$ cat config.mk
export PLATFORM = sky130hd
export DESIGN_NAME = clr_prng_top
export DESIGN_NICKNAME = d
export VERILOG_FILES = /design/src/logic/clr_prng_pkg.sv /design/src/logic/clr_prng_reseed.sv /design/src/logic/clr_prng_lfsr.sv /design/src/logic/clr_prng_output.sv /design/src/logic/clr_prng_top.sv
export SDC_FILE = /design/constraint.sdc
export NUM_CORES = 1
export LEC_CHECK = 0
export BUFFER_PORTS_ARGS = -buffer_cell sky130_fd_sc_hd__buf_2
export CORE_UTILIZATION = 52
export DETAILED_ROUTE_END_ITERATION = 16
export PLACE_DENSITY = 0.78
export RECOVER_POWER = 25
export REMOVE_ABC_BUFFERS = 1
export SETUP_SLACK_MARGIN = 0.02
export SKIP_LAST_GASP = 1
export SYNTH_ARGS = -nofsm -noshare
export SYNTH_HDL_FRONTEND = slang
export SYNTH_SLANG_ARGS = --single-unit
$ cat constraint.sdc
create_clock -name clk_i -period 3.1 [get_ports clk_i]
set_clock_uncertainty 0.2 [all_clocks]
set_input_delay 0.465 -clock clk_i [delete_from_list [all_inputs] [get_ports clk_i]]
set_output_delay 0.465 -clock clk_i [all_outputs]
set_load 0.01 [all_outputs]
$ cat src/logic/clr_prng_pkg.sv
`default_nettype none

// Shared constants for the register-clearing PRNG.
// The RTL and the testbench reference model both draw on these definitions.
package clr_prng_pkg;

  // The generator exists only at this width.
  localparam int unsigned PrngWidth = 64;

  // Share 0 comes from the S-box layer and share 1 is a reordering of it.
  localparam int unsigned NumShares = 2;

  // One word of seed, LFSR state or share data.
  typedef logic [PrngWidth-1:0] prng_word_t;

  // Galois feedback mask for x^64 + x^63 + x^61 + x^60 + 1.
  // The state shifts right, so polynomial term k lands on bit k-1.
  localparam prng_word_t LfsrTaps = 64'hD800_0000_0000_0000;

  // Reset value of the LFSR state.
  // It must be nonzero, because the all-zero state never leaves itself.
  localparam prng_word_t DefaultLfsrSeed = 64'h3A5C_9E17_D24B_6F81;

  // Output bit i of a permutation layer takes input bit StatePerm[i].
  // The same table is applied before and after the S-box layer.
  // Entries follow (29*i + 11) mod 64, which visits every position once.
  localparam logic [5:0] StatePerm [PrngWidth] = '{
    6'd11, 6'd40, 6'd5,  6'd34, 6'd63, 6'd28, 6'd57, 6'd22,
    6'd51, 6'd16, 6'd45, 6'd10, 6'd39, 6'd4,  6'd33, 6'd62,
    6'd27, 6'd56, 6'd21, 6'd50, 6'd15, 6'd44, 6'd9,  6'd38,
    6'd3,  6'd32, 6'd61, 6'd26, 6'd55, 6'd20, 6'd49, 6'd14,
    6'd43, 6'd8,  6'd37, 6'd2,  6'd31, 6'd60, 6'd25, 6'd54,
    6'd19, 6'd48, 6'd13, 6'd42, 6'd7,  6'd36, 6'd1,  6'd30,
    6'd59, 6'd24, 6'd53, 6'd18, 6'd47, 6'd12, 6'd41, 6'd6,
    6'd35, 6'd0,  6'd29, 6'd58, 6'd23, 6'd52, 6'd17, 6'd46
  };

  // Share 1 bit i takes share 0 bit SharePerm[i].
  // Entries follow (37*i + 5) mod 64.
  localparam logic [5:0] SharePerm [PrngWidth] = '{
    6'd5,  6'd42, 6'd15, 6'd52, 6'd25, 6'd62, 6'd35, 6'd8,
    6'd45, 6'd18, 6'd55, 6'd28, 6'd1,  6'd38, 6'd11, 6'd48,
    6'd21, 6'd58, 6'd31, 6'd4,  6'd41, 6'd14, 6'd51, 6'd24,
    6'd61, 6'd34, 6'd7,  6'd44, 6'd17, 6'd54, 6'd27, 6'd0,
    6'd37, 6'd10, 6'd47, 6'd20, 6'd57, 6'd30, 6'd3,  6'd40,
    6'd13, 6'd50, 6'd23, 6'd60, 6'd33, 6'd6,  6'd43, 6'd16,
    6'd53, 6'd26, 6'd63, 6'd36, 6'd9,  6'd46, 6'd19, 6'd56,
    6'd29, 6'd2,  6'd39, 6'd12, 6'd49, 6'd22, 6'd59, 6'd32
  };

  // PRINCE S-box, indexed by the input nibble.
  localparam logic [3:0] PrinceSbox [16] = '{
    4'hB, 4'hF, 4'h3, 4'h2, 4'hA, 4'hC, 4'h9, 4'h1,
    4'h6, 4'h7, 4'h8, 4'h0, 4'hE, 4'h5, 4'hD, 4'h4
  };

endpackage

`default_nettype wire

$ cat src/logic/clr_prng_reseed.sv
`timescale 1ns/1ps
`default_nettype none

// Collects entropy words for a reseed and presents the assembled 64-bit seed.
// The seed and its valid strobe are combinational on the cycle of the last word.
module clr_prng_reseed #(
  parameter int unsigned EntropyWidth = 32
) (
  input  logic                       clk_i,
  input  logic                       rst_ni,
  input  logic                       reseed_req_i,
  input  logic                       entropy_ack_i,
  input  logic [EntropyWidth-1:0]    entropy_i,
  output logic                       entropy_req_o,
  output logic                       reseed_ack_o,
  output clr_prng_pkg::prng_word_t   seed_o,
  output logic                       seed_valid_o
);

  import clr_prng_pkg::*;

  // A word is consumed on every cycle where request and acknowledge meet.
  logic entropy_fire;

  // Entropy is requested for as long as the reseed is pending.
  // The requester drops reseed_req_i once it sees the acknowledge.
  assign entropy_req_o = reseed_req_i;
  assign entropy_fire  = entropy_req_o & entropy_ack_i;

  // The reseed completes on the very cycle the seed is handed over.
  assign reseed_ack_o = seed_valid_o;

  if (EntropyWidth == PrngWidth / 2) begin : gen_buffer
    // Two words make a seed, so a single buffered word is enough.
    logic [EntropyWidth-1:0] buffer_q;
    logic                    buffer_valid_q;

    // The flag toggles with each accepted word.
    // A withdrawn request throws away a half-collected seed.
    always_ff @(posedge clk_i or negedge rst_ni) begin
      if (!rst_ni) begin
        buffer_valid_q <= 1'b0;
      end else if (!reseed_req_i) begin
        buffer_valid_q <= 1'b0;
      end else if (entropy_fire) begin
        buffer_valid_q <= ~buffer_valid_q;
      end
    end

    // Only the first word of a pair is stored.
    always_ff @(posedge clk_i) begin
      if (entropy_fire && !buffer_valid_q) begin
        buffer_q <= entropy_i;
      end
    end

    // The second word goes on top of the buffered low half.
    assign seed_o       = {entropy_i, buffer_q};
    assign seed_valid_o = buffer_valid_q & entropy_fire;

  end else begin : gen_packer
    // Narrow words are shifted in from the top, so the first word ends up lowest.
    localparam int unsigned NumWords = PrngWidth / EntropyWidth;
    localparam int unsigned CntWidth = (NumWords > 1) ? $clog2(NumWords) : 1;

    prng_word_t          pack_q;
    prng_word_t          pack_d;
    logic [CntWidth-1:0] word_cnt_q;
    logic                last_word;

    assign pack_d    = {entropy_i, pack_q[PrngWidth-1:EntropyWidth]};
    assign last_word = (word_cnt_q == CntWidth'(NumWords - 1));

    // The counter restarts after a complete seed or an abandoned reseed.
    always_ff @(posedge clk_i or negedge rst_ni) begin
      if (!rst_ni) begin
        word_cnt_q <= '0;
      end else if (!reseed_req_i || seed_valid_o) begin
        word_cnt_q <= '0;
      end else if (entropy_fire) begin
        word_cnt_q <= word_cnt_q + 1'b1;
      end
    end

    always_ff @(posedge clk_i) begin
      if (entropy_fire) begin
        pack_q <= pack_d;
      end
    end

    // On the last word the seed is the shift result, without waiting a cycle.
    assign seed_o       = pack_d;
    assign seed_valid_o = entropy_fire & last_word;
  end

  // The word width must split the seed evenly.
  // Widths above one half are not supported.
  initial begin : p_width_check
    assert ((PrngWidth % EntropyWidth == 0) && (EntropyWidth <= PrngWidth / 2))
      else $fatal(1, "EntropyWidth %0d does not divide the seed width", EntropyWidth);
  end

  // A reseed ends with its acknowledge, and the requester then withdraws its request.
  assert property (@(posedge clk_i) disable iff (!rst_ni)
    reseed_ack_o |=> !reseed_req_i)
    else $error("Reseed request still held after the reseed acknowledge");

  // The entropy source must not acknowledge a word that was never requested.
  assert property (@(posedge clk_i) disable iff (!rst_ni)
    entropy_ack_i |-> entropy_req_o)
    else $error("Entropy acknowledge without an entropy request");

endmodule

`default_nettype wire

$ cat src/logic/clr_prng_lfsr.sv
`timescale 1ns/1ps
`default_nettype none

// Galois LFSR holding the generator state.
// It steps once per data handshake and loads a fresh seed when the reseed unit offers one.
module clr_prng_lfsr (
  input  logic                     clk_i,
  input  logic                     rst_ni,
  input  logic                     data_req_i,
  input  logic                     reseed_req_i,
  input  clr_prng_pkg::prng_word_t seed_i,
  input  logic                     seed_valid_i,
  output logic                     data_ack_o,
  output clr_prng_pkg::prng_word_t state_o
);

  import clr_prng_pkg::*;

  prng_word_t state_q;
  prng_word_t state_d;
  prng_word_t step_value;
  logic       lfsr_en;

  // Reseeding wins over data.
  // While a reseed is pending no data request is acknowledged, so consumers stall.
  assign data_ack_o = reseed_req_i ? 1'b0 : data_req_i;

  // The state advances only when a consumer actually takes the shares.
  assign lfsr_en = data_req_i & data_ack_o;

  // Right shift by one.
  // The bit falling out of position 0 decides whether the taps are folded back in.
  assign step_value = state_q[0] ? ((state_q >> 1) ^ LfsrTaps) : (state_q >> 1);

  // A seed load overrides a step in the same cycle.
  // Otherwise the state holds while no handshake takes place.
  always_comb begin
    state_d = state_q;
    if (seed_valid_i) begin
      state_d = seed_i;
    end else if (lfsr_en) begin
      state_d = step_value;
    end
  end

  always_ff @(posedge clk_i or negedge rst_ni) begin
    if (!rst_ni) begin
      state_q <= DefaultLfsrSeed;
    end else begin
      state_q <= state_d;
    end
  end

  assign state_o = state_q;

  // The all-zero state locks up the LFSR.
  // It can only be reached through a zero seed from the entropy source.
  assert property (@(posedge clk_i) disable iff (!rst_ni)
    state_q != '0)
    else $error("LFSR state has collapsed to all zeros");

endmodule

`default_nettype wire

$ cat src/logic/clr_prng_output.sv
`timescale 1ns/1ps
`default_nettype none

// Turns the raw LFSR state into the two wipe shares.
// The path is permutation, PRINCE S-boxes and permutation for share 0.
// A separate bit reordering of share 0 gives share 1.
module clr_prng_output (
  input  clr_prng_pkg::prng_word_t state_i,
  output clr_prng_pkg::prng_word_t share0_o,
  output clr_prng_pkg::prng_word_t share1_o
);

  import clr_prng_pkg::*;

  prng_word_t perm_in;
  prng_word_t sbox_out;
  prng_word_t share0;
  prng_word_t share1;

  // First permutation spreads neighbouring LFSR bits over different S-boxes.
  for (genvar i = 0; i < PrngWidth; i++) begin : gen_perm_in
    assign perm_in[i] = state_i[StatePerm[i]];
  end

  // Sixteen S-boxes work on the nibbles of the permuted state.
  // This is the only nonlinear step in the generator.
  for (genvar n = 0; n < PrngWidth / 4; n++) begin : gen_sbox
    assign sbox_out[4*n +: 4] = PrinceSbox[perm_in[4*n +: 4]];
  end

  // The second pass of the same permutation mixes the S-box outputs.
  for (genvar i = 0; i < PrngWidth; i++) begin : gen_perm_out
    assign share0[i] = sbox_out[StatePerm[i]];
  end

  // Share 1 is share 0 with its bits reordered, so it differs per position.
  for (genvar i = 0; i < PrngWidth; i++) begin : gen_share_perm
    assign share1[i] = share0[SharePerm[i]];
  end

  assign share0_o = share0;
  assign share1_o = share1;

  // Every position must appear exactly once in each table.
  // Otherwise some state bits would never reach the shares.
  initial begin : p_perm_check
    prng_word_t state_cover;
    prng_word_t share_cover;
    state_cover = '0;
    share_cover = '0;
    for (int k = 0; k < PrngWidth; k++) begin
      state_cover[StatePerm[k]] = 1'b1;
      share_cover[SharePerm[k]] = 1'b1;
    end
    assert (&state_cover)
      else $fatal(1, "StatePerm does not cover every bit position");
    assert (&share_cover)
      else $fatal(1, "SharePerm does not cover every bit position");
    // Only two shares are produced here.
    assert (NumShares == 2)
      else $fatal(1, "Output layer supports exactly two shares");
  end

endmodule

`default_nettype wire

$ cat src/logic/clr_prng_top.sv
`timescale 1ns/1ps
`default_nettype none

// Register-clearing PRNG.
// A reseed unit assembles entropy into a seed, the LFSR holds the state,
// and the output layer derives two shares of wipe data from it.
module clr_prng_top #(
  parameter int unsigned EntropyWidth = 32
) (
  input  logic                     clk_i,
  input  logic                     rst_ni,

  // Data consumer side.
  input  logic                     data_req_i,
  output logic                     data_ack_o,
  output clr_prng_pkg::prng_word_t share0_o,
  output clr_prng_pkg::prng_word_t share1_o,

  // Reseed requester side.
  input  logic                     reseed_req_i,
  output logic                     reseed_ack_o,

  // Entropy source side.
  output logic                     entropy_req_o,
  input  logic                     entropy_ack_i,
  input  logic [EntropyWidth-1:0]  entropy_i
);

  import clr_prng_pkg::*;

  prng_word_t seed;
  logic       seed_valid;
  prng_word_t lfsr_state;

  // Seed assembly from the entropy source.
  clr_prng_reseed #(
    .EntropyWidth (EntropyWidth)
  ) clr_prng_reseed_inst (
    .clk_i         (clk_i),
    .rst_ni        (rst_ni),
    .reseed_req_i  (reseed_req_i),
    .entropy_ack_i (entropy_ack_i),
    .entropy_i     (entropy_i),
    .entropy_req_o (entropy_req_o),
    .reseed_ack_o  (reseed_ack_o),
    .seed_o        (seed),
    .seed_valid_o  (seed_valid)
  );

  // State register.
  // It also answers data requests, since it knows when a reseed blocks them.
  clr_prng_lfsr clr_prng_lfsr_inst (
    .clk_i        (clk_i),
    .rst_ni       (rst_ni),
    .data_req_i   (data_req_i),
    .reseed_req_i (reseed_req_i),
    .seed_i       (seed),
    .seed_valid_i (seed_valid),
    .data_ack_o   (data_ack_o),
    .state_o      (lfsr_state)
  );

  // Shares always reflect the current state, with no extra register stage.
  clr_prng_output clr_prng_output_inst (
    .state_i  (lfsr_state),
    .share0_o (share0_o),
    .share1_o (share1_o)
  );

endmodule

`default_nettype wire

## Word level (Yosys, flattened, before mapping)

Memories as Yosys holds them, arrays and structs flattened.
Cells that the tools add are included.

| word-level totals | value |
|---|---|
| register bits | 97 |
| ROM bits | 1024 |
| bits of input ports | 37 |
| output and inout bits | 131 |
| word-level logic and storage cells | 98 |
| memories kept | 16 |

| operators by class | value |
|---|---|
| order comparisons | 16 |
| eq/ne operators | 1 |
| mux-type cells | 38 |
| bitwise gates (word level) | 21 |
| reduce and logical (&&, ||, !) cells | 3 |

Memories:

| memory | depth | bits a word | rd ports | clocked after memory_dff | write ports | RTL line | text |
|---|---|---|---|---|---|---|---|
| (name not given) | 16 | 4 | 1 | 0 | 0 | clr_prng_output.sv:28 | `assign sbox_out[4*n +: 4] = PrinceSbox[perm_in[4*n +: 4]];` |
| (name not given) | 16 | 4 | 1 | 0 | 0 | clr_prng_output.sv:28 |  |
| (name not given) | 16 | 4 | 1 | 0 | 0 | clr_prng_output.sv:28 |  |
| (name not given) | 16 | 4 | 1 | 0 | 0 | clr_prng_output.sv:28 |  |
| (name not given) | 16 | 4 | 1 | 0 | 0 | clr_prng_output.sv:28 |  |
| (name not given) | 16 | 4 | 1 | 0 | 0 | clr_prng_output.sv:28 |  |
| 10 more memories | n/a | n/a | n/a | n/a | n/a | n/a |  |

Operator list:

| operator | number |
|---|---|
| two-way mux 64 bit | 3 |
| two-way mux 4 bit | 32 |
| >= comparator 5 bit (second input constant) | 16 |
| NOT 4 -> 5 bit | 16 |
| NOT 3 -> 4 bit | 1 |
| AND 1 bit | 3 |
| two-way mux 1 bit | 3 |
| inequality test 2 x 1 -> 1 bit (second input constant) | 1 |
| nonzero test 2 bit | 1 |
| logical AND 1 bit | 1 |
| logical NOT 1 bit | 1 |
| NOT 1 bit | 1 |

## Depth between registers and ports, before layout

| depth | value |
|---|---|
| depth in word-level cells | 4 |
| gate-level depth with buffers | 7 |
| depth with buffers taken out | 5 |

## Modules after synthesis

Synthesis repeated with hierarchy kept, for this count alone.

| second synthesis, totals | value |
|---|---|
| cells, all modules | 750 |
| area, all modules | 7853.8 µm² |

By module, submodules not included:

| module | instances | cells an instance | area an instance (µm²) | seq. area each (µm²) |
|---|---|---|---|---|
| clr_prng_lfsr | 1 | 302 | 3791.1 | 1642.8 |
| clr_prng_output | 1 | 376 | 2791.4 | 0.0 |
| clr_prng_reseed | 1 | 72 | 1271.2 | 985.9 |

## Worst setup path before layout

OpenSTA, ideal clock, no wires.

| path | value |
|---|---|
| kind | input -> register |
| from | input port reseed_req_i |
| to | register clr_prng_reseed_inst.gen_buffer.buffer_q[0] (enable) |
| library setup time | 0.422 ns |
| arrival | 1.874 ns |
| data required time | 2.478 ns |
| slack | 0.604 ns |
| stages on the path | 2 |
| buffers on the path | 0 |
| cells stage by stage | nand2_1 nor2_1 |

| on the way | value |
|---|---|
| word-level cells in the longest chain between the ends | 2 |

Ends and longest elaborated chain:

| element | RTL line | text |
|---|---|---|
| start, declared | clr_prng_top.sv:20 | `input logic reseed_req_i,` |
| AND 1 bit | clr_prng_reseed.sv:28 | `assign entropy_fire = entropy_req_o & entropy_ack_i;` |
| logical AND 1 bit | clr_prng_reseed.sv:52 | `if (entropy_fire && !buffer_valid_q) begin` |
| end signal, assigned | clr_prng_reseed.sv:53 | `buffer_q <= entropy_i;` |
| end, declared | clr_prng_reseed.sv:35 | `logic [EntropyWidth-1:0] buffer_q;` |

No other way between the ends.
A chain may end at the register's enable or synchronous reset.

## Worst setup path in the final report

| path | value |
|---|---|
| from | register clr_prng_lfsr_inst.state_q[0] (netlist: clr_prng_lfsr_inst.state_o[0]) |
| to | output port share0_o[17] |

| on the way | value |
|---|---|
| word-level cells in the longest chain between the ends | 4 |

Ends and longest elaborated chain:

| element | RTL line | text |
|---|---|---|
| start, declared | clr_prng_lfsr.sv:19 | `prng_word_t state_q;` |
| start signal, assigned | clr_prng_lfsr.sv:48 | `state_q <= DefaultLfsrSeed;` |
| start signal, assigned | clr_prng_lfsr.sv:50 | `state_q <= state_d;` |
| NOT 4 -> 5 bit (implied by the code) | clr_prng_output.sv:28 |  |
| memory (16 x 4 bit) | n/a |  |
| two-way mux 4 bit (implied by the code) (2 in a row) | clr_prng_output.sv:28 |  |
| end, declared | clr_prng_top.sv:16 | `output clr_prng_pkg::prng_word_t share0_o,` |

No other way between the ends. The select of a mux whose other input is x is not followed.

==> results.cfg <==
[pwr]
leakagePower_nw = 3.40
p_switching_w = 0.00242
power_switching_share_pct = 40.0
power.internal_w = 0.00363
seqPwrFrac_pct = 36.3
p_per_area_nw_per_um2 = 813
comb_power_share_pct = 44.7
clkPwrFrac_pct = 19.1
irDropWorstVdd_mv = 0.532

[critical_path]
cp_top_family = flip-flops
rrSetupSlack_ps = 1460
path_cells = inv_1, ha_1, mux4_2, buf_2
cpPeakStageDelay_ps = 660
critPathKind = reg2out
timing.critical_path.buf_inv = 2
path_max_fanout = 11
critPathArrivalTime_ps = 2020
regToRegStartpoint = clr_prng_reseed_inst.gen_buffer.buffer_valid_q
reg2reg_depth = 3
slowest_stage = dfstp_2
r2r-end = clr_prng_lfsr_inst.state_o[63]
cp.required_ps = 2430
worst_setup_path_end_kind = output port
startpoint_type = register

[yosys]
syn_inst = 751
ys_warn_count = 0
synth_seq_cells = 97
syn-cell-area_um2 = 6800
avgSynthCellArea_um2 = 9.05
synth-seq-area-share_pct = 38.7
yosysTopAreaCell = edfxtp_1
synth_top_area_share_pct = 14.1
synth_area_leaders = edfxtp_1 14%, ha_1 13%, dfstp_2 13%, dfrtp_1 12%, nand2_1 8.3%
ys_types = 29

[sta]
rsz0062_at_grt = false
worstMarginPinSlew_ps = 1700
maxSlewViolCount = 33
period_minus_slack_ps = 2690
fmax_mhz = 372
fin_crit_sh_pct = 86.8
relSlewSlack_pct = -13.1
setup_viol = 0
holdWs_ps = 124
setup-tns-final_ps = 0
hold_viol = 0

[cts]
ctsResizeCount = 0
clock_latency_ps = 330
cts_tree = built
cts_sinks = 97
numCtsBuffers = 9
h-tree-depth = 3
clkTransAtPathRegs_ps = 70
clockBufferDepth = 2
clockRootBuffer = clkbuf_16
cts-hold-fix-buffers = 0
post-cts-setup-buffers = 0

[detailed_routing]
via_per_inst = 5.25
avgRoutedWirePerCell_um = 13.8
route.detailed.drc = 0
drtAntennaViolNets = 0
num_vias = 5212
drt_iter0_markers = 271
drt_pass1_iterations = 7
drt-total-wl_um = 13700

[placed_design]
placed_cells = 976
post-dp-hpwl_um = 9760
io_buffers = 167
place_congestion = 0.791

[die]
start_util_pct = 53.7
pin_count = 168
rows = 41
die_y_um = 116
fp.dieW_um = 116
die_area_um2 = 13500
core-area_um2 = 12700

[finish]
drive_above_1_share_pct = 27.1
antenna_cells = 0
num-fill-cells = 1161
nets = 925
layout.cells.non_filler = 992
syn2layout_area_growth_pct = 9.51
finish.utilization_pct = 58.8

[hold_path]
hold_path.startpoint = entropy_i[14]
holdCritPathClass = in2reg
hold_end = clr_prng_reseed_inst.gen_buffer.buffer_q[14]
worstHoldPathCells = 1

[flow_run]
maxCapViolations = 1

[global_routing]
grt_pass1_vias = 4592
grt_usage_pct = 20.8
antenna_found_initial = 1
overflow = 0
grt_pass1_wl_um = 22100
grt_max_degree = 121

[outcome]
violations = capacitance limit, slew limit
status = finished with violations
## state kept, by name, indices dropped and copies added (netlist names)
register and flops:
clr_prng_reseed_inst.gen_buffer.buffer_q 32, clr_prng_reseed_inst.gen_buffer.buffer_valid_q 1, clr_prng_lfsr_inst.state_o 64
## through the flow
step / area, um^2 / worst slack [ps] / total power (W)
3_3_place_gp: 7180 / 784 / 0.00487
2_1_floorplan: 6030 / -1280 / 0.00378
3_5_place_dp: 7180 / 755 / 0.00494
5_1_grt: 7450 / 238 / 0.00654
6_report: 7450 / 411 / 0.00605
4_1_cts: 7490 / 392 / 0.00610
## power groups by stage
stage / clock, W / sequential (W) / combinational, W
after floorplan: 0 / 0.00205 / 0.00173
after global placement: 0 / 0.00220 / 0.00267
after detailed placement: 0 / 0.00221 / 0.00272
after CTS: 0.00117 / 0.00219 / 0.00274
after global routing: 0.00123 / 0.00226 / 0.00305
final: 0.00115 / 0.00219 / 0.00270
## Yosys cell counts (all sizes together)
library cell  instances
mux2i                12
xor2                  4
a22oi                 1
inv                  52
nor2                 86
ha                   73
nor3                  9
nand2               150
dfrtp                32
nand3                 2
o21ai                19
buf                  96
mux2                  9
a221o                 9
clkbuf               23
a211oi                3
a21o                  3
and2                  1
dfstp                33
edfxtp               32
nand2b                1
o22a                  9
a21oi                19
a31oi                58
mux4                 13
clkinv                2
## how the worst max path moves through the flow
stage / endpoint / start / slack, ps / depth (start not counted)
2_1_floorplan: clr_prng_lfsr_inst.state_o[63] / reseed_req_i / -1280 / 3
3_3_place_gp: share0_o[17] / clr_prng_lfsr_inst.state_o[0] / 780 / 4
3_5_place_dp: share0_o[17] / clr_prng_lfsr_inst.state_o[0] / 760 / 4
4_1_cts: share0_o[17] / clr_prng_lfsr_inst.state_o[0] / 390 / 4
5_1_grt: clr_prng_lfsr_inst.state_o[3] / rst_ni / 240 / 2
6_report: share0_o[17] / clr_prng_lfsr_inst.state_o[0] / 410 / 4
## cell type report
cell class	instances	area [um^2]	area share (%)
inverter	54	204	2.74
timing repair buffer	172	865	11.6
tap	172	215	2.89
multi-input combinational	481	3220	43.2
clock inverter	6	65.1	0.874
sequential	97	2630	35.3
clock buffer	10	250	3.36
## cells by family (layout without fill, tap and decap cells)
kind of cell	Yosys count	count (layout)	share of synthesized area [%]
buf+inv	173	242	14.3
compound gates	121	121	11.4
xor+xnor	4	4	0.515
flops	97	97	38.7
mux	34	34	7.56
simple gates	249	249	14.1
fa+ha+maj	73	73	13.4
## placed cells by master (no fill, tap or decap), drive strengths merged
master    instances
nand2           150
and2              1
a211oi            3
bufinv            1
buf             146
clkinv            3
nor2             86
dfstp            33
mux2i            12
clkbuf           36
xor2              4
mux4             13
a221o             9
a21oi            19
o21ai            19
mux2              9
nand2b            1
inv              52
dfrtp            32
ha               73
a31oi            58
edfxtp           32
a21o              3
a22oi             1
clkinvlp          4
nand3             2
nor3              9
o22a              9
## worst reg2reg max path: stages, from the launching register on
cell	delay (ps)
dfrtp_1	460
nand3_4	140
clkinv_1	290
a221o_1	440
## per-layer routing
layer	part of all wire (%)	vias to the layer above	GRT usage [%]
met5	0.073	-	0
met3	5.0	13	3.43
met1	47	2484	28.8
met4	0.73	2	3.68
li1	-	2562	-
met2	48	151	34.8
No activity file was read; power rests on OpenSTA's default activity.
